==> src/rtl/memcopy_cfg.svh <==
// Memory-copy subsystem constants
// Bus widths, memory geometry and the register map

`ifndef MEMCOPY_CFG_SVH
`define MEMCOPY_CFG_SVH

`define MEMCOPY_DATA_W    32
`define MEMCOPY_ADDR_W    32
`define MEMCOPY_MEM_WORDS 128
`define MEMCOPY_GNT_DELAY 3

// Register offsets
`define MEMCOPY_REG_SRC  4'h0
`define MEMCOPY_REG_DST  4'h4
`define MEMCOPY_REG_SIZE 4'h8
`define MEMCOPY_REG_CTRL 4'hC

`endif

==> src/rtl/memcopy_pkg.sv <==
// Memory-copy subsystem types
// Bus vectors and the copy engine state encoding

package memcopy_pkg;

  `include "memcopy_cfg.svh"

  typedef logic [`MEMCOPY_DATA_W-1:0]     word_t;
  typedef logic [`MEMCOPY_ADDR_W-1:0]     addr_t;
  typedef logic [`MEMCOPY_DATA_W/8-1:0]   be_t;
  typedef logic [3:0]                     reg_addr_t;

  typedef enum logic [2:0] {
    IDLE,
    RD_REQ,
    RD_WAIT,
    WR_REQ,
    WR_WAIT,
    FINISH
  } copy_state_t;

endpackage

==> src/rtl/memcopy_ifs.sv <==
// Memory bus and copy command interfaces
// Bus: req held until gnt, rvalid one cycle after each gnt

`timescale 1ns/1ps

interface bus_if;
  logic               req;
  logic               gnt;
  logic               we;
  memcopy_pkg::addr_t addr;
  memcopy_pkg::word_t wdata;
  memcopy_pkg::be_t   be;
  logic               rvalid;
  memcopy_pkg::word_t rdata;

  modport master (
    output req, we, addr, wdata, be,
    input  gnt, rvalid, rdata
  );

  modport slave (
    input  req, we, addr, wdata, be,
    output gnt, rvalid, rdata
  );
endinterface

interface copy_cmd_if;
  logic               start;
  memcopy_pkg::word_t src;
  memcopy_pkg::word_t dst;
  memcopy_pkg::word_t size;
  logic               busy;
  logic               done;

  // Register side issues the command
  modport ctrl (
    output start, src, dst, size,
    input  busy, done
  );

  modport engine (
    input  start, src, dst, size,
    output busy, done
  );
endinterface

==> src/rtl/memcopy_engine.sv <==
// Copy engine
// Moves SIZE words from SRC to DST, one bus access in flight at a time

`timescale 1ns/1ps

module memcopy_engine (
  input  logic       clk_i,
  input  logic       reset_i,
  copy_cmd_if.engine cmd,
  bus_if.master      bus
);

  memcopy_pkg::copy_state_t state_q;
  memcopy_pkg::addr_t       src_q;
  memcopy_pkg::addr_t       dst_q;
  memcopy_pkg::word_t       count_q;
  memcopy_pkg::word_t       data_q;

  // Request fields come straight from state and latched values
  assign bus.req   = (state_q == memcopy_pkg::RD_REQ) || (state_q == memcopy_pkg::WR_REQ);
  assign bus.we    = (state_q == memcopy_pkg::WR_REQ);
  assign bus.addr  = (state_q == memcopy_pkg::WR_REQ) ? dst_q : src_q;
  assign bus.wdata = data_q;
  assign bus.be    = '1;

  assign cmd.busy  = (state_q != memcopy_pkg::IDLE);
  assign cmd.done  = (state_q == memcopy_pkg::FINISH);

  always_ff @(posedge clk_i) begin
    if (reset_i) begin
      state_q <= memcopy_pkg::IDLE;
    end else begin
      case (state_q)
        memcopy_pkg::IDLE: begin
          if (cmd.start) begin
            // Zero words means nothing to move
            state_q <= (cmd.size == '0) ? memcopy_pkg::FINISH : memcopy_pkg::RD_REQ;
          end
        end
        memcopy_pkg::RD_REQ: begin
          if (bus.gnt) begin
            state_q <= memcopy_pkg::RD_WAIT;
          end
        end
        memcopy_pkg::RD_WAIT: begin
          if (bus.rvalid) begin
            state_q <= memcopy_pkg::WR_REQ;
          end
        end
        memcopy_pkg::WR_REQ: begin
          if (bus.gnt) begin
            state_q <= memcopy_pkg::WR_WAIT;
          end
        end
        memcopy_pkg::WR_WAIT: begin
          if (bus.rvalid) begin
            state_q <= (count_q == memcopy_pkg::word_t'(1)) ? memcopy_pkg::FINISH
                                                            : memcopy_pkg::RD_REQ;
          end
        end
        default: state_q <= memcopy_pkg::IDLE;
      endcase
    end
  end

  // Addresses, word count and the word in transit
  always_ff @(posedge clk_i) begin
    if (state_q == memcopy_pkg::IDLE && cmd.start) begin
      src_q   <= cmd.src;
      dst_q   <= cmd.dst;
      count_q <= cmd.size;
    end
    if (state_q == memcopy_pkg::RD_WAIT && bus.rvalid) begin
      data_q <= bus.rdata;
    end
    if (state_q == memcopy_pkg::WR_WAIT && bus.rvalid) begin
      src_q   <= src_q + memcopy_pkg::addr_t'(4);
      dst_q   <= dst_q + memcopy_pkg::addr_t'(4);
      count_q <= count_q - memcopy_pkg::word_t'(1);
    end
  end

  a_req_stable : assert property (@(posedge clk_i) disable iff (reset_i)
    bus.req && !bus.gnt |=> bus.req && $stable(bus.we) && $stable(bus.addr) &&
                            $stable(bus.wdata) && $stable(bus.be));

endmodule

==> src/flat_wrapper.sv <==
// flat-port wrapper written by rule: the top's interface ports become plain ports
module memcopy_engine_flat 
  (clk_i, reset_i, cmd_start, cmd_src, cmd_dst, cmd_size, cmd_busy, cmd_done, bus_req, bus_we, bus_addr, bus_wdata, bus_be, bus_gnt, bus_rvalid, bus_rdata);
  copy_cmd_if cmd_i ();
  bus_if bus_i ();
  input  logic clk_i;
  input  logic reset_i;
  input wire logic [$bits(cmd_i.start)-1:0] cmd_start;
  input wire logic [$bits(cmd_i.src)-1:0] cmd_src;
  input wire logic [$bits(cmd_i.dst)-1:0] cmd_dst;
  input wire logic [$bits(cmd_i.size)-1:0] cmd_size;
  output wire logic [$bits(cmd_i.busy)-1:0] cmd_busy;
  output wire logic [$bits(cmd_i.done)-1:0] cmd_done;
  output wire logic [$bits(bus_i.req)-1:0] bus_req;
  output wire logic [$bits(bus_i.we)-1:0] bus_we;
  output wire logic [$bits(bus_i.addr)-1:0] bus_addr;
  output wire logic [$bits(bus_i.wdata)-1:0] bus_wdata;
  output wire logic [$bits(bus_i.be)-1:0] bus_be;
  input wire logic [$bits(bus_i.gnt)-1:0] bus_gnt;
  input wire logic [$bits(bus_i.rvalid)-1:0] bus_rvalid;
  input wire logic [$bits(bus_i.rdata)-1:0] bus_rdata;
  assign cmd_i.start = cmd_start;
  assign cmd_i.src = cmd_src;
  assign cmd_i.dst = cmd_dst;
  assign cmd_i.size = cmd_size;
  assign cmd_busy = cmd_i.busy;
  assign cmd_done = cmd_i.done;
  assign bus_req = bus_i.req;
  assign bus_we = bus_i.we;
  assign bus_addr = bus_i.addr;
  assign bus_wdata = bus_i.wdata;
  assign bus_be = bus_i.be;
  assign bus_i.gnt = bus_gnt;
  assign bus_i.rvalid = bus_rvalid;
  assign bus_i.rdata = bus_rdata;
  memcopy_engine u_core (.clk_i(clk_i), .reset_i(reset_i), .cmd(cmd_i), .bus(bus_i));
endmodule
==> config.mk <==
export PLATFORM = sky130hd
export DESIGN_NAME = memcopy_engine_flat
export DESIGN_NICKNAME = d
export VERILOG_FILES = /design/src/rtl/memcopy_pkg.sv /design/src/rtl/memcopy_ifs.sv /design/src/rtl/memcopy_engine.sv /design/src/flat_wrapper.sv
export VERILOG_INCLUDE_DIRS = /design/src /design/src/rtl
export SDC_FILE = /design/constraint.sdc
export NUM_CORES = 1
export LEC_CHECK = 0
export ABC_CLOCK_PERIOD_IN_PS = 6000
export BUFFER_PORTS_ARGS = -buffer_cell sky130_fd_sc_hd__buf_2
export CAP_MARGIN = 25
export CORE_UTILIZATION = 40
export DETAILED_ROUTE_END_ITERATION = 12
export HOLD_SLACK_MARGIN = 0.05
export PLACE_DENSITY_LB_ADDON = 0.3
export SLEW_MARGIN = 15
export SYNTH_ARGS = -nofsm -noshare
export SYNTH_HDL_FRONTEND = slang
export SYNTH_SLANG_ARGS = --single-unit
==> constraint.sdc <==
create_clock -name clk_i -period 6 [get_ports clk_i]
set_input_delay 0.3 -clock clk_i [delete_from_list [all_inputs] [get_ports clk_i]]
set_output_delay 0.3 -clock clk_i [all_outputs]
set_load 0.02 [all_outputs]
# --- After elaboration in Yosys (flattened, before gate mapping) ---
# Cells that the tools add are included.
totals:
  inputBits: 133
  romBits: 0
  mem_bits_rw: 0
  regBits: 131
  wordCells: 43
  memories: 0
  latch_bits: 0
  out_inout_bits: 72
op_classes:
  n_eq_ne: 11
  n_mux: 15
  reduce_logical: 9
  mul: 0
  addsub: 3
  shifts: 0
  div_mod_pow: 0
  n_bitwise: 0
  magnitude_cmp: 0
ops:
  columns: ["operator", "n"]
  rows:
  - ["$mux 32", 7]
  - ["$add 32x3->32 const B", 2]
  - ["$eq 32x1->1 const B", 1]
  - ["$logic_not 32->1", 1]
  - ["$sub 32x1->32 const B", 1]
  - ["$mux 3", 7]
  - ["$pmux 3 s5", 1]
  - ["$ne 2x2->1 const B", 4]
  - ["$eq 3x2->1 const B", 2]
  - ["$eq 3x3->1 const B", 2]
  - ["$reduce_and 5->1", 1]
  - ["$eq 3x1->1 const B", 1]
  - ["$logic_and 1x1->1", 3]
  - ["$logic_not 3->1", 1]
  - ["$reduce_bool 3->1", 1]
  - ["$ne 2x1->1 const B", 1]
  - ["$reduce_bool 2->1", 1]
  - ["$logic_or 1x1->1", 1]

# --- Logic depth before layout (Yosys ltp) ---
depth:
  ltp_word: 4
  ltp_mapped: 7

# --- Worst setup path after synthesis ---
# No wires, ideal clock.
synth_path:
  path_kind: "reg-to-reg"
  start: "reg u_core.state_q[2]"
  end: "reg u_core.count_q[0] (enable)"
  path_buffers: 2
  path_stages_with_launch: 6
  period_less_slack_ps: 2757
  arrival_time_ps: 2345
  setup_time_ps: 411
  path_slack_ps: 3243
  path_cell_list: "dfxtp_1 -> clkbuf_1 -> nor2b_1 -> and2_1 -> clkbuf_1 -> or2_2"
synth_via:
  elab_chain_cells: 3
  elab_cells_between_ends: 5
  classes_between: "eq/ne: 1; reduce/logical: 4"
synth_lines:
  columns: ["element", "line", "text"]
  rows:
  - ["from (decl)", "memcopy_engine.sv:13", "memcopy_pkg::copy_state_t state_q;"]
  - ["from (signal assigned)", "memcopy_engine.sv:31", "state_q <= memcopy_pkg::IDLE;"]
  - ["from (signal assigned)", "memcopy_engine.sv:37", "state_q <= (cmd.size == '0) ? memcopy_pkg::FINISH : memcopy_pkg::RD_REQ;"]
  - ["from (signal assigned)", "memcopy_engine.sv:42", "state_q <= memcopy_pkg::RD_WAIT;"]
  - ["$eq 3x3->1 or $logic_not 3->1 (tied branches)", "memcopy_engine.sv:76, memcopy_engine.sv:68", null]
  - ["$logic_and 1x1->1 (on tied branches)", "memcopy_engine.sv:76, memcopy_engine.sv:68", null]
  - ["$reduce_bool 2->1 (no line) *", null, null]
  - ["to (signal assigned)", "memcopy_engine.sv:71", "count_q <= cmd.size;"]
  - ["to (signal assigned)", "memcopy_engine.sv:79", "count_q <= count_q - memcopy_pkg::word_t'(1);"]
  - ["to (decl)", "memcopy_engine.sv:16", "memcopy_pkg::word_t count_q;"]
# Every way passes the cells marked *; elsewhere a longest branch is shown, timed or not.
# A chain may end at the register's enable or synchronous reset.

# --- Worst setup path after layout ---
layout_path:
  start: "reg u_core.state_q[2]"
  end: "reg u_core.src_q[31] (enable)"
layout_via:
  elab_chain_cells: 3
  elab_cells_between_ends: 5
  classes_between: "eq/ne: 1; reduce/logical: 4"
layout_lines:
  columns: ["element", "line", "text"]
  rows:
  - ["$eq 3x3->1 or $logic_not 3->1 (tied branches)", "memcopy_engine.sv:76, memcopy_engine.sv:68", null]
  - ["$logic_and 1x1->1 (on tied branches)", "memcopy_engine.sv:76, memcopy_engine.sv:68", null]
  - ["$reduce_bool 2->1 (no line) *", null, null]
  - ["to (signal assigned)", "memcopy_engine.sv:69", "src_q <= cmd.src;"]
  - ["to (signal assigned)", "memcopy_engine.sv:77", "src_q <= src_q + memcopy_pkg::addr_t'(4);"]
  - ["to (decl)", "memcopy_engine.sv:14", "memcopy_pkg::addr_t src_q;"]
# Marks and branches as above.

==> impl_metrics.json <==
{
  "synth_flop_cell": "edfxtp_1",
  "core_mm2": 0.01736,
  "die_y_um": 135.5,
  "viasPerCell": 5.170,
  "r2r_slack_ps": 3090,
  "multiInputGateArea_mm2": 0.003053,
  "avgRoutedWirePerCell_um": 16.36,
  "max_freq_mhz": 343.6,
  "finalMaxSlewViolations": 0,
  "async_reset_ff_share_pct": 0,
  "grt_pass1_vias": 5473,
  "ant_nets": 0,
  "tns_ps": 0,
  "r2r-start": "u_core.state_q[2]",
  "worstHoldPathCells": 2,
  "worstPathArrival_ps": 2970,
  "hold_viol_final": 0,
  "regToRegEndpoint": "u_core.src_q[31]",
  "clock-sinks": 131,
  "dieWidth_um": 135.5,
  "finalCritPeriodShare_pct": 48.50,
  "cp_slowest_cell": "buf_4",
  "drtIter0Drc": 461,
  "rows": 48,
  "start_util_pct": 41.05,
  "end_kind": "flip-flop",
  "cts-root-buf": "clkbuf_16",
  "clk_pin_slew_worst_paths_ps": 60,
  "dp_hpwl_um": 12940,
  "switching_share_pct": 28.52,
  "clockPowerShare_pct": 42.1,
  "min_from": "reset_i",
  "status": "finished, final reports clean",
  "io_pins": 205,
  "final_nets": 1041,
  "antenna_found_initial": 0,
  "finalNonFillerCells": 1142,
  "slowest_delay_ps": 700,
  "ys_seq_area_share_pct": 54.78,
  "via_count": 5904,
  "grt_max_degree": 103,
  "h-tree-depth": 4,
  "worstHoldEndpoint": "u_core.state_q[0]",
  "grt_first_pass_wirelength_um": 28680,
  "power.leakage_nw": 3.642,
  "clkLatencyLatePin_ps": 430,
  "route.detailed.drc": 0,
  "yosys_warnings": 0,
  "start_kind": "flip-flop",
  "pwr-share-comb_pct": 11.9,
  "power_switching_mw": 0.7105,
  "slew_headroom_pct": 34.94,
  "dieArea_mm2": 0.01835,
  "crit_chain": "nor2b_1, and2_1, or2_4, buf_4",
  "track_usage_pct": 20.66,
  "first_pass_iters": 5,
  "synth_edf_count": 128,
  "crit_type": "flip-flop to flip-flop",
  "cts_tree": "built",
  "cts-buffers-inserted": 17,
  "crit_fanout": 55,
  "gp_congestion": 0.8761,
  "setup_viol": 0,
  "ir_worst_vdd_uv": 199.5,
  "synthesis.area_mm2": 0.007126,
  "n_antenna_cell": 0,
  "area_growth_pct": 29.55,
  "port_buffers": 200,
  "regArea_mm2": 0.003904,
  "globalRoute.totalOverflow": 0,
  "finalCriticalPeriod_ps": 2910,
  "powerDensity_mw_per_mm2": 269.9,
  "postCtsResizedCells": 0,
  "grt_setup_unrepaired": "false",
  "cp.required_ps": 6060,
  "synth-seq-cells": 131,
  "synth.distinct_cells": 39,
  "syn_inst": 682,
  "p_int_mw": 1.781,
  "tightest_slew_ps": 973.4,
  "hp-class": "primary input to flip-flop",
  "synth.avg_cell_area_um2": 10.45,
  "sequentialPowerShare_pct": 46.1,
  "wl_um": 18680,
  "ff2ff_path_depth": 4,
  "cts_buffer_depth": 2,
  "max-cap-violations": 0,
  "layout-drive-gt1-share_pct": 29.44,
  "fillCellCount": 1562,
  "dp.cells": 1078,
  "skew_ps": 9.691
}
[cells in the mapped netlist (11+ instances only)]
library cell	count	area, um^2
mux2_2	25	281.5
xor2_1	36	315.3
clkbuf_1	31	116.4
xnor2_1	49	429.2
inv_1	13	48.80
o21ai_1	16	80.08
and3_1	11	68.82
nand4_1	17	106.4
o21ai_0	78	390.4
nor2_1	19	71.32
nor4_1	25	156.4
edfxtp_1	128	3844
nand2_1	128	480.5
nand3_1	25	125.1
nor3_1	25	125.1
[timing repair]
item | 4_1_cts | 5_1_grt
hold buffers | 32 | 0
endpoints found under the setup margin | 0 | 0
setup buffers | 0 | 0
hold endpoints to repair | 32 | 0
[worst max-delay path: cells and delay by family, from the launching register on]
kind,cells,cell delay (ps)
buffers and inverters,1,700
flip-flops,1,490
AND/OR/NAND/NOR,3,1310
[worst max path at each step]
| stage | start | to | depth (start not counted) | slack (ps) |
|---|---|---|---|---|
| floorplan | u_core.state_q[2] | u_core.count_q[0] | 5 | 3240 |
| global placement | u_core.state_q[2] | u_core.count_q[19] | 4 | 3180 |
| detailed placement | u_core.state_q[2] | u_core.count_q[19] | 4 | 3090 |
| CTS | u_core.state_q[2] | u_core.dst_q[19] | 4 | 3080 |
| global route | u_core.state_q[2] | u_core.dst_q[21] | 4 | 2860 |
| finish | u_core.state_q[2] | u_core.src_q[31] | 4 | 3090 |
[cells by family after synthesis]
group	synth area share [%]
AO/OA/AOI/OAI	7.375
XOR/XNOR	10.45
adder cells (fa/ha/maj)	0.7024
buffers and inverters	2.739
flip-flops	54.78
multiplexers	4.091
other	0.05263
AND/OR/NAND/NOR	19.81
[cells in the final DEF (no fill, tap or decap), types with 11 or more instances in the layout]
cell type,n
clkbuf_16,17
nand3_1,25
edfxtp_1,128
buf_2,200
nand4_1,17
nor4_1,25
and3_1,11
dlygate4sd3_1,32
nor3_1,25
xor2_1,36
inv_1,13
mux2_2,25
xnor2_1,49
o21ai_0,78
o21ai_1,16
nor2_1,18
nand2_1,126
[routing by layer]
metal  vias to the layer above  track usage [%]  share of wire (%)
met5                         -                0                  0
li1                       2912                -                  -
met4                         0            8.240                2.0
met2                       220            32.22                 47
met3                        30            3.666                5.9
met1                      2742            28.45                 45
[flip-flops by register name, indices dropped and copies added (netlist names)]
signal	cells
u_core.bus.wdata	32
u_core.dst_q	32
u_core.state_q	3
u_core.count_q	32
u_core.src_q	32
[power by group through the flow]
stage	Clock, mW	Sequential (mW)	Combinational, mW
6_report	1.05	1.15	0.296
3_5_place_dp	0	1.16	0.280
2_1_floorplan	0	1.15	0.168
5_1_grt	1.10	1.16	0.324
4_1_cts	1.06	1.15	0.298
3_3_place_gp	0	1.16	0.277
[layout make-up]
cell class	count	area share [%]
repair buffers	235	14.56
clock buffers	17	4.608
clock inverters	15	1.898
multi-input cells	506	33.07
well taps	225	3.050
inverters	13	0.5286
flip-flops and latches	131	42.29
[through the flow]
stage          worst slack, ps  total power [mW]  instance area [um^2]  hold slack, ps  utilization, %
6_report                  3090             2.491                  9231           71.33           53.19
5_1_grt                   2862             2.578                  9231           61.55           53.19
4_1_cts                   3079             2.508                  9231           52.24           53.19
3_5_place_dp              3092             1.445                  8310           478.1           47.88
3_3_place_gp              3177             1.440                  8310           477.2           47.88
2_1_floorplan             3243             1.322                  7137           372.4               -
No activity file was read; power rests on OpenSTA's default activity.
