--- src/rtl/memcopy_cfg.svh ---
// Memory-copy subsystem constants
// Bus widths, memory geometry and the register map

`ifndef MEMCOPY_CFG_SVH
`define MEMCOPY_CFG_SVH

`define MEMCOPY_DATA_W    32
`define MEMCOPY_ADDR_W    32
`define MEMCOPY_MEM_WORDS 128
`define MEMCOPY_GNT_DELAY 3

// Register offsets
`define MEMCOPY_REG_SRC  4'h0
`define MEMCOPY_REG_DST  4'h4
`define MEMCOPY_REG_SIZE 4'h8
`define MEMCOPY_REG_CTRL 4'hC

`endif

--- src/rtl/memcopy_pkg.sv ---
// Memory-copy subsystem types
// Bus vectors and the copy engine state encoding

package memcopy_pkg;

  `include "memcopy_cfg.svh"

  typedef logic [`MEMCOPY_DATA_W-1:0]     word_t;
  typedef logic [`MEMCOPY_ADDR_W-1:0]     addr_t;
  typedef logic [`MEMCOPY_DATA_W/8-1:0]   be_t;
  typedef logic [3:0]                     reg_addr_t;

  typedef enum logic [2:0] {
    IDLE,
    RD_REQ,
    RD_WAIT,
    WR_REQ,
    WR_WAIT,
    FINISH
  } copy_state_t;

endpackage

--- src/rtl/memcopy_ifs.sv ---
// Memory bus and copy command interfaces
// Bus: req held until gnt, rvalid one cycle after each gnt

`timescale 1ns/1ps

interface bus_if;
  logic               req;
  logic               gnt;
  logic               we;
  memcopy_pkg::addr_t addr;
  memcopy_pkg::word_t wdata;
  memcopy_pkg::be_t   be;
  logic               rvalid;
  memcopy_pkg::word_t rdata;

  modport master (
    output req, we, addr, wdata, be,
    input  gnt, rvalid, rdata
  );

  modport slave (
    input  req, we, addr, wdata, be,
    output gnt, rvalid, rdata
  );
endinterface


--- src/rtl/bus_arbiter.sv ---
// Two-master bus arbiter in front of one slave
// Host has priority, choice held until granted, response follows owner

`timescale 1ns/1ps

module bus_arbiter (
  input  logic  clk_i,
  input  logic  reset_i,
  bus_if.slave  host,
  bus_if.slave  copy,
  bus_if.master mem
);

  logic lock_q;
  logic lock_copy_q;
  logic sel_copy;
  logic resp_copy_q;

  // Fresh choice only when nothing is locked
  assign sel_copy = lock_q ? lock_copy_q : (!host.req && copy.req);

  assign mem.req   = sel_copy ? copy.req   : host.req;
  assign mem.we    = sel_copy ? copy.we    : host.we;
  assign mem.addr  = sel_copy ? copy.addr  : host.addr;
  assign mem.wdata = sel_copy ? copy.wdata : host.wdata;
  assign mem.be    = sel_copy ? copy.be    : host.be;

  assign host.gnt = mem.gnt && !sel_copy;
  assign copy.gnt = mem.gnt && sel_copy;

  assign host.rvalid = mem.rvalid && !resp_copy_q;
  assign copy.rvalid = mem.rvalid && resp_copy_q;
  assign host.rdata  = mem.rdata;
  assign copy.rdata  = mem.rdata;

  always_ff @(posedge clk_i) begin
    if (reset_i) begin
      lock_q      <= 1'b0;
      lock_copy_q <= 1'b0;
      resp_copy_q <= 1'b0;
    end else begin
      if (mem.gnt) begin
        lock_q      <= 1'b0;
        resp_copy_q <= sel_copy;
      end else if (mem.req) begin
        lock_q      <= 1'b1;
        lock_copy_q <= sel_copy;
      end
    end
  end

  a_one_grant : assert property (@(posedge clk_i) disable iff (reset_i)
    !(host.gnt && copy.gnt));

endmodule

--- src/flat_wrapper.sv ---
// flat-port wrapper written by rule: the top's interface ports become plain ports
module bus_arbiter_flat 
  (clk_i, reset_i, host_req, host_we, host_addr, host_wdata, host_be, host_gnt, host_rvalid, host_rdata, copy_req, copy_we, copy_addr, copy_wdata, copy_be, copy_gnt, copy_rvalid, copy_rdata, mem_req, mem_we, mem_addr, mem_wdata, mem_be, mem_gnt, mem_rvalid, mem_rdata);
  bus_if host_i ();
  bus_if copy_i ();
  bus_if mem_i ();
  input  logic clk_i;
  input  logic reset_i;
  input wire logic [$bits(host_i.req)-1:0] host_req;
  input wire logic [$bits(host_i.we)-1:0] host_we;
  input wire logic [$bits(host_i.addr)-1:0] host_addr;
  input wire logic [$bits(host_i.wdata)-1:0] host_wdata;
  input wire logic [$bits(host_i.be)-1:0] host_be;
  output wire logic [$bits(host_i.gnt)-1:0] host_gnt;
  output wire logic [$bits(host_i.rvalid)-1:0] host_rvalid;
  output wire logic [$bits(host_i.rdata)-1:0] host_rdata;
  input wire logic [$bits(copy_i.req)-1:0] copy_req;
  input wire logic [$bits(copy_i.we)-1:0] copy_we;
  input wire logic [$bits(copy_i.addr)-1:0] copy_addr;
  input wire logic [$bits(copy_i.wdata)-1:0] copy_wdata;
  input wire logic [$bits(copy_i.be)-1:0] copy_be;
  output wire logic [$bits(copy_i.gnt)-1:0] copy_gnt;
  output wire logic [$bits(copy_i.rvalid)-1:0] copy_rvalid;
  output wire logic [$bits(copy_i.rdata)-1:0] copy_rdata;
  output wire logic [$bits(mem_i.req)-1:0] mem_req;
  output wire logic [$bits(mem_i.we)-1:0] mem_we;
  output wire logic [$bits(mem_i.addr)-1:0] mem_addr;
  output wire logic [$bits(mem_i.wdata)-1:0] mem_wdata;
  output wire logic [$bits(mem_i.be)-1:0] mem_be;
  input wire logic [$bits(mem_i.gnt)-1:0] mem_gnt;
  input wire logic [$bits(mem_i.rvalid)-1:0] mem_rvalid;
  input wire logic [$bits(mem_i.rdata)-1:0] mem_rdata;
  assign host_i.req = host_req;
  assign host_i.we = host_we;
  assign host_i.addr = host_addr;
  assign host_i.wdata = host_wdata;
  assign host_i.be = host_be;
  assign host_gnt = host_i.gnt;
  assign host_rvalid = host_i.rvalid;
  assign host_rdata = host_i.rdata;
  assign copy_i.req = copy_req;
  assign copy_i.we = copy_we;
  assign copy_i.addr = copy_addr;
  assign copy_i.wdata = copy_wdata;
  assign copy_i.be = copy_be;
  assign copy_gnt = copy_i.gnt;
  assign copy_rvalid = copy_i.rvalid;
  assign copy_rdata = copy_i.rdata;
  assign mem_req = mem_i.req;
  assign mem_we = mem_i.we;
  assign mem_addr = mem_i.addr;
  assign mem_wdata = mem_i.wdata;
  assign mem_be = mem_i.be;
  assign mem_i.gnt = mem_gnt;
  assign mem_i.rvalid = mem_rvalid;
  assign mem_i.rdata = mem_rdata;
  bus_arbiter u_core (.clk_i(clk_i), .reset_i(reset_i), .host(host_i), .copy(copy_i), .mem(mem_i));
endmodule
--- config.mk ---
export PLATFORM = sky130hd
export DESIGN_NAME = bus_arbiter_flat
export DESIGN_NICKNAME = d
export VERILOG_FILES = /design/src/rtl/memcopy_pkg.sv /design/src/rtl/memcopy_ifs.sv /design/src/rtl/bus_arbiter.sv /design/src/flat_wrapper.sv
export VERILOG_INCLUDE_DIRS = /design/src /design/src/rtl
export SDC_FILE = /design/constraint.sdc
export NUM_CORES = 1
export LEC_CHECK = 0
export ABC_AREA = 1
export BUFFER_PORTS_ARGS = -buffer_cell sky130_fd_sc_hd__buf_2
export CAP_MARGIN = 20
export CORE_AREA = 3 3 119 121
export DETAILED_ROUTE_END_ITERATION = 16
export DIE_AREA = 0 0 122 124
export PLACE_DENSITY = 0.45
export RECOVER_POWER = 100
export SLEW_MARGIN = 30
export SYNTH_ARGS = -nofsm -noshare
export SYNTH_HDL_FRONTEND = slang
export SYNTH_SLANG_ARGS = --single-unit
export TNS_END_PERCENT = 5
--- constraint.sdc ---
create_clock -name clk_i -period 1.7 [get_ports clk_i]
set_clock_uncertainty 0.15 [all_clocks]
set_input_delay 0.34 -clock clk_i [delete_from_list [all_inputs] [get_ports clk_i]]
set_output_delay 0.34 -clock clk_i [all_outputs]
set_load 0.005 [all_outputs]
### Yosys cells after proc, flatten, opt, wreduce, memory -nomap -nowiden

Cells that the tools add are included.

| word-level totals | value |
|---|---|
| register bits after elaboration | 3 |
| input port bits | 176 |
| output and inout bits | 138 |

| operators by class | value |
|---|---|
| mux-type cells | 6 |
| bitwise operators | 1 |
| reductions and logical operators | 10 |

Operators by type and width:

| cell | count |
|---|---|
| $mux W32 | 2 |
| $logic_and A1 B1 Y1 | 5 |
| $mux W4 | 1 |
| $logic_not A1 Y1 | 3 |
| $mux W1 | 3 |
| $reduce_and A2 Y1 | 1 |
| $reduce_or A2 Y1 | 1 |
| $not A1 Y1 | 1 |

### Depth between registers and ports, before layout

Gate-level depths: netlist (run 1).

| depth | value |
|---|---|
| depth in word-level cells | 5 |
| gate-level depth with buffers | 7 |
| depth with buffers taken out | 6 |

### Least setup slack after synthesis (run 1)

OpenSTA, ideal clock, no wires.

| timing | value |
|---|---|
| kind | input to output |
| from | in host_req |
| to | out mem_addr[21] |
| data arrival time | 0.965 ns |
| slack | 0.245 ns |
| stages on the path | 7 |
| cells stage by stage | nor2_1 nand2_1 nand2_2 buf_6 buf_6 nand2_1 nand2_1 |

| between the ends | value |
|---|---|
| cells in the longest elaborated chain, start to end | 4 |

Ends and longest elaborated chain:

| what | RTL line | text |
|---|---|---|
| start: declaration | flat_wrapper.sv:9 | `input wire logic [$bits(host_i.req)-1:0] host_req;` |
| $logic_not A1 Y1 | bus_arbiter.sv:20 | `assign sel_copy = lock_q ? lock_copy_q : (!host.req && copy.req);` |
| $logic_and A1 B1 Y1 | bus_arbiter.sv:20 |  |
| $mux W1 | bus_arbiter.sv:20 |  |
| $mux W32 | bus_arbiter.sv:24 | `assign mem.addr = sel_copy ? copy.addr : host.addr;` |
| end: declaration | flat_wrapper.sv:27 | `output wire logic [$bits(mem_i.addr)-1:0] mem_addr;` |

No other way between the ends.

### Worst setup path in the final report (run 1)

| timing | value |
|---|---|
| from | reg u_core.lock_q |
| to | out mem_wdata[2] |

| between the ends | value |
|---|---|
| cells in the longest elaborated chain, start to end | 2 |

Ends and longest elaborated chain:

| what | RTL line | text |
|---|---|---|
| start: declaration | bus_arbiter.sv:14 | `logic lock_q;` |
| start signal: assignment | bus_arbiter.sv:38 | `lock_q <= 1'b0;` |
| start signal: assignment | bus_arbiter.sv:43 | `lock_q <= 1'b0;` |
| start signal: assignment | bus_arbiter.sv:46 | `lock_q <= 1'b1;` |
| $mux W1 | bus_arbiter.sv:20 |  |
| $mux W32 | bus_arbiter.sv:25 | `assign mem.wdata = sel_copy ? copy.wdata : host.wdata;` |
| end: declaration | flat_wrapper.sv:28 | `output wire logic [$bits(mem_i.wdata)-1:0] mem_wdata;` |

No other way between the ends.

==> results of run 1 <==
worst max-delay path: stages, from the launching register on:
cell,delay [ps]
dfxtp_2,330
nor2_1,100
nand2_1,100
nand2_4,130
buf_12,210
nand2_1,70
nand2_1,80
buf_2,110
stage by stage:
step	cell area [µm²]	setup TNS [ps]	utilization	hold WS, ps	cells
2_1_floorplan	1530	0	-	296	317
3_3_place_gp	2370	-2420	0.179	322	638
3_5_place_dp	2370	-2300	0.179	316	638
4_1_cts	2490	-11390	0.189	280	643
5_1_grt	2520	-17530	0.191	325	644
6_report	2520	-10750	0.191	258	644
cell usage after synthesis (all sizes together):
master	instances	share of area
a21oi	1	0.0033
and2	1	0.0041
buf	78	0.37
dfxtp	3	0.039
inv	10	0.025
nand2	212	0.52
nand3	2	0.0065
nor2	5	0.012
o211ai	1	0.0049
o21ai	2	0.0065
or2	2	0.0082
cells by family after synthesis:
logic type,after synthesis,synth area share
buffers and inverters,88,0.393
DFF,3,0.0393
AOI/OAI and AO/OA,4,0.0147
and+or+nand+nor,222,0.553
power by group through the flow:
stage / registers, mW / clock network (mW) / logic (mW)
floorplan: 0.0791 / 0 / 0.381
global placement: 0.0814 / 0 / 0.649
detailed placement: 0.0814 / 0 / 0.645
CTS: 0.0807 / 0.391 / 0.668
global route: 0.0812 / 0.402 / 0.758
finish: 0.0804 / 0.391 / 0.666
timing repair:
item / in CTS / in global routing
hold endpoints to repair: 0 / 0
cloned: 1 / 1
buffers inserted: 0 / 0
setup endpoints to repair: 72 / 72
resized for setup: 7 / 1
final cells by class:
class / count / area [µm²] / share of cell area
repair buffers: 225 / 1230 / 0.490
multi-input cells: 226 / 883 / 0.351
well taps: 176 / 220 / 0.0874
clock buffers: 4 / 78.8 / 0.0313
flip-flops and latches: 3 / 61.3 / 0.0243
inverters: 10 / 42.5 / 0.0169
layer usage:
metal  GRT usage  vias up  routed length [µm]  part of all wire
met3      0.0259       27                 866              0.12
met2       0.134      145                3330              0.46
li1            -     1173                   -                 -
met5           0        -                   0                 0
met4      0.0308        0                 235             0.033
met1      0.0905      897                2790              0.39
flip-flops by register name, indices dropped and copies added (netlist names):
name and count:
u_core.lock_copy_q 1, u_core.lock_q 1, u_core.resp_copy_q 1
worst max path at each step:
stage                        from  cells after the start             to  slack [ps]
floorplan                host_req                      7   mem_addr[21]         240
global placement         host_req                      8   mem_addr[19]         -70
detailed placement       host_req                      7       host_gnt         -70
CTS                 u_core.lock_q                      7   mem_addr[19]        -190
global route        u_core.lock_q                      8  mem_wdata[19]        -280
finish              u_core.lock_q                      7   mem_wdata[2]        -180
==> results by group, run 1 <==
Status
  – Status: complete, but fails checks
  – Failing checks: negative setup slack

Place
  – HPWL after detailed placement: 5.64 mm
  – DP Worst Slack: -66.6 ps
  – Routability cong.: 0.717
  – IO Port Bufs: 217

Worst setup path
  – Reg2reg start: u_core.lock_q
  – Reg2reg end: u_core.resp_copy_q
  – Critical path capture point type: output pin
  – Worst R2R Setup Slack: 290 ps
  – CP Max Fanout: 39
  – CP required: 1210 ps
  – R2R depth: 7
  – Critical Path Source Type: flip-flop
  – CP Data Arrival Time: 1390 ps
  – Crit path kind: flip-flop to output pin

Worst hold path
  – WHS Path Cells: 4
  – Min-Delay Path Class: input port to flip-flop
  – Hold_sp: mem_gnt
  – Hold path endpoint: u_core.lock_q

Timing
  – Final-report hold violation count: 0
  – RSZ-0062 raised after global routing: yes
  – Slew @ Worst Pin: 195 ps
  – Final Worst Setup Slack: -178 ps
  – Fin crit period: 1880 ps
  – Fin. max-slew vios: 0
  – Period utilisation layout: 1.10
  – Maximum clock rate: 533 MHz
  – Max-slew headroom: 0.870
  – Setup violations, final: 72

Die
  – Row cnt: 42
  – Io pins: 314
  – Die Height: 124 µm
  – Core ar.: 13,200 µm²
  – Chip width: 122 µm
  – Die area: 15,100 µm²
  – Starting Density: 0.116

Power
  – Sw power: 0.403 mW
  – Maximum VDD drop: 0.000368 V
  – Clock network power share: 0.344
  – Internal Pwr Total: 0.734 mW
  – Combinational power share: 0.586
  – Pwr per Cell Area: 451 nW/µm²
  – Sw Ratio: 0.354
  – Seq pwr share: 0.071
  – Power, Total: 1.14 mW
  – Leakage: 1.70 nW

Global routing
  – Initial antenna violation count: 0
  – Gr usage total: 0.0782
  – First-pass GRT wire length: 9.25 mm
  – Gr ovfl total: 0
  – Pin count of the biggest net entering global routing: 40
  – Vias in the first global route: 1,885

Job
  – Max-Cap Viols: 0

Clock network
  – Worst-Skew Late Latency: 230 ps
  – Clock Sinks: 3
  – Clock slew at reported path FFs: 40 ps
  – Max Root-Sink Buffers: 2
  – TritonCTS clock tree: yes
  – H-tree depth: 1
  – CTS root buffer: clkbuf_16
  – CTS buffer count: 3
  – Hold Buf Count CTS: 0

Detailed routing
  – Vias post-DR: 2,242
  – DRT iter0 DRCs: 60
  – Drt pass-1 iters: 4
  – Vias per cell: 3.48
  – Antenna violation net count after detailed routing: 0
  – DRC: 0
  – Total wire length: 7.22 mm
  – Wire length per cell: 11.2 µm

Synth
  – Synth Warn #: 0
  – Seq/Total Area, Yosys: 0.0393
  – Synth Cell Area: 1530 µm²
  – Mean area per synthesized cell: 4.82 µm²
  – Synth cell types: 16
  – Syn nets: 493
  – Seq cells post-synth: 3
  – Cells after Synth: 317

Layout
  – Share of cells above drive strength 1: 0.500
  – Commonest cells after routing, fill and taps aside: 216 x buf_2, 210 x nand2_1, 9 x inv_1
  – ANT cells: 0
  – Fillers: 1,535
  – Syn-to-layout area delta: 64.8%
  – Most common cell after layout, fill and taps aside: buf_2
  – Layout net count: 645
Note: power is estimated with default switching activity, not from simulation.
==> run 2, diff against run 1 <==
--- a/config.mk
+++ b/config.mk
@@ -12,10 +12,10 @@
 export CORE_AREA = 3 3 119 121
 export DETAILED_ROUTE_END_ITERATION = 16
 export DIE_AREA = 0 0 122 124
+export GPL_TIMING_DRIVEN = 0
 export PLACE_DENSITY = 0.45
 export RECOVER_POWER = 100
 export SLEW_MARGIN = 30
 export SYNTH_ARGS = -nofsm -noshare
 export SYNTH_HDL_FRONTEND = slang
 export SYNTH_SLANG_ARGS = --single-unit
-export TNS_END_PERCENT = 5
==> run 2 against run 1 <==
Net effect:
- fmax fell by 0.76%
- largest cell class unchanged
- worst hold slack worse by 15 ps
- critical path type unchanged
- register-to-register slack improved by 250 ps
- largest power group unchanged
- via count up 21%
- worst setup slack got worse by 14 ps
- critical path depth up 2
- cell count up 22%
- the flow still finishes with violations (negative setup slack)
- clock power down 5.6%
==> results by group, run 2 (same netlist as run 1, synthesis figures left out) <==
Layout
  – Layout net count: 788
  – Seq. cell area: 65.1 µm²
  – Fillers: 1,562
  – Share of cells above drive strength 1: 0.581
  – Top flop regs: u_core.lock_copy_q: 1 flops, u_core.lock_q: 1 flops, u_core.resp_copy_q: 1 flops
  – Design area: 3440 µm²
  – Most common cell after layout, fill and taps aside: buf_2
  – Multi-input gate area: 908 µm²
  – ANT cells: 0
  – Syn-to-layout area delta: 125%
  – Commonest cells after routing, fill and taps aside: 248 x buf_2, 204 x nand2_1, 42 x buf_4, 32 x clkbuf_4, 32 x clkbuf_1

Global routing
  – Gr usage total: 0.0930
  – Gr ovfl total: 0
  – First-pass GRT wire length: 11.3 mm
  – Pin count of the biggest net entering global routing: 11
  – Vias in the first global route: 2,388
  – Initial antenna violation count: 2

Detailed routing
  – DRC: 0
  – Wire length per cell: 10.8 µm
  – Vias per cell: 3.45
  – Drt pass-1 iters: 4
  – Vias post-DR: 2,719
  – Total wire length: 8.50 mm
  – Antenna violation net count after detailed routing: 0
  – DRT iter0 DRCs: 77

Timing
  – Maximum clock rate: 529 MHz
  – Period utilisation layout: 1.11
  – Final-report hold violation count: 0
  – Final Worst Setup Slack: -192 ps
  – Slew @ Worst Pin: 161 ps
  – Max-slew headroom: 0.892
  – Fin crit period: 1890 ps
  – Fin. max-slew vios: 0
  – Setup violations, final: 71
  – RSZ-0062 raised after global routing: yes

Power
  – Combinational power share: 0.667
  – Sw power: 0.454 mW
  – Leakage: 2.26 nW
  – Seq pwr share: 0.060
  – Internal Pwr Total: 0.898 mW
  – Sw Ratio: 0.336
  – Power, Total: 1.35 mW
  – Clock network power share: 0.273
  – Maximum VDD drop: 0.000496 V
  – Pwr per Cell Area: 393 nW/µm²

Clock network
  – CTS buffer count: 3
  – Clock slew at reported path FFs: 30 ps
  – Clock Sinks: 3
  – CTS root buffer: clkbuf_16
  – H-tree depth: 1
  – TritonCTS clock tree: yes
  – Max Root-Sink Buffers: 2
  – Hold Buf Count CTS: 0
  – Worst-Skew Late Latency: 220 ps

Status
  – Failing checks: negative setup slack
  – Status: complete, but fails checks

Worst hold path
  – Min-Delay Path Class: input port to flip-flop

Die
  – Io pins: 314
  – Chip width: 122 µm
  – Row cnt: 42
  – Core ar.: 13,200 µm²
  – Starting Density: 0.116
  – Die Height: 124 µm
  – Die area: 15,100 µm²

Worst setup path
  – Slowest CP cell: dfxtp_4
  – Cell mode on critical path: nand2_1
  – CP Max Fanout: 10
  – Critical path capture point type: output pin
  – Kind of cell with the highest combined delay on the critical path: buffers and inverters
  – Worst path bufs/invs: 4
  – CP required: 1210 ps
  – Crit path kind: flip-flop to output pin
  – Crit-path cells: nor2_2 -> nand2_2 -> nand2_4 -> buf_12 -> inv_12 -> buf_8 -> nand2_1 -> nand2_1 -> buf_2
  – Critical Path Source Type: flip-flop
  – CP max stage delay: 350 ps
  – CP Data Arrival Time: 1400 ps

Job
  – Max-Cap Viols: 0

Place
  – Area post-placement: 3160 µm²
  – Routability cong.: 0.706
  – HPWL after detailed placement: 7.48 mm
  – IO Port Bufs: 281
==> run 2: changes by cell type in the layout (fill, tap and decap cells not counted), sizes merged <==
cell / previous run / this run
clkbuf: 6 / 67
buf: 223 / 305
==> run 2: metrics by stage <==
step,hold WS (ps),utilization,std cells,setup TNS (ps),setup slack [ps]
floorplan,296,-,317,0,245
global placement,321,0.239,774,-23080,-389
detailed placement,321,0.239,774,-23430,-396
CTS,251,0.259,786,-15870,-263
global route,264,0.261,787,-18480,-297
finish,243,0.261,787,-11410,-192
==> run 2: final cells by class <==
cell class	instances	area share
sequential	3	0.0189
timing repair buffer	290	0.430
multi-input combinational	226	0.264
buffer	78	0.186
inverter	10	0.0146
clock buffer	4	0.0229
tap	176	0.0641
==> run 2: timing repair <==
item,in CTS,in global routing
setup endpoints to repair,72,71
resized for setup,31,17
pin swaps,2,5
cloned,2,0
setup buffers,6,1
==> run 2: final timing paths <==
kind | from | endpoint | slack, ps | cells past startpoint
setup reg to reg | u_core.lock_q | u_core.lock_copy_q | 540 | 6
hold / removal | reset_i | u_core.lock_q | 240 | 4
setup / recovery | u_core.lock_q | mem_wdata[7] | -190 | 9
hold reg to reg | u_core.lock_copy_q | u_core.lock_copy_q | 350 | 2
==> run 2: worst register-to-register path, delay by kind of cell, from the launching register on <==
family / cells / cell delay [ps]
AOI/OAI and AO/OA: 1 / 130
DFF: 1 / 350
and+or+nand+nor: 4 / 320
buffers and inverters: 1 / 140
==> run 2: power groups by stage <==
stage                     Clock [mW]  Combinational, mW  Sequential [mW]
after global placement             0              0.844           0.0807
after CTS                      0.377              0.917           0.0802
after global routing           0.386               1.01           0.0821
after detailed placement           0              0.843           0.0806
after floorplan                    0              0.381           0.0791
final                          0.369              0.902           0.0814
==> run 2: metal layers <==
layer  vias to the layer above  GRT usage  share of wire  wire length [µm]
met3                         6     0.0354           0.14              1180
li1                       1459          -              -                 -
met4                         4    0.00630         0.0016                14
met1                      1071     0.0956           0.33              2830
met5                         -          0         0.0028                24
met2                       179      0.185           0.52              4450
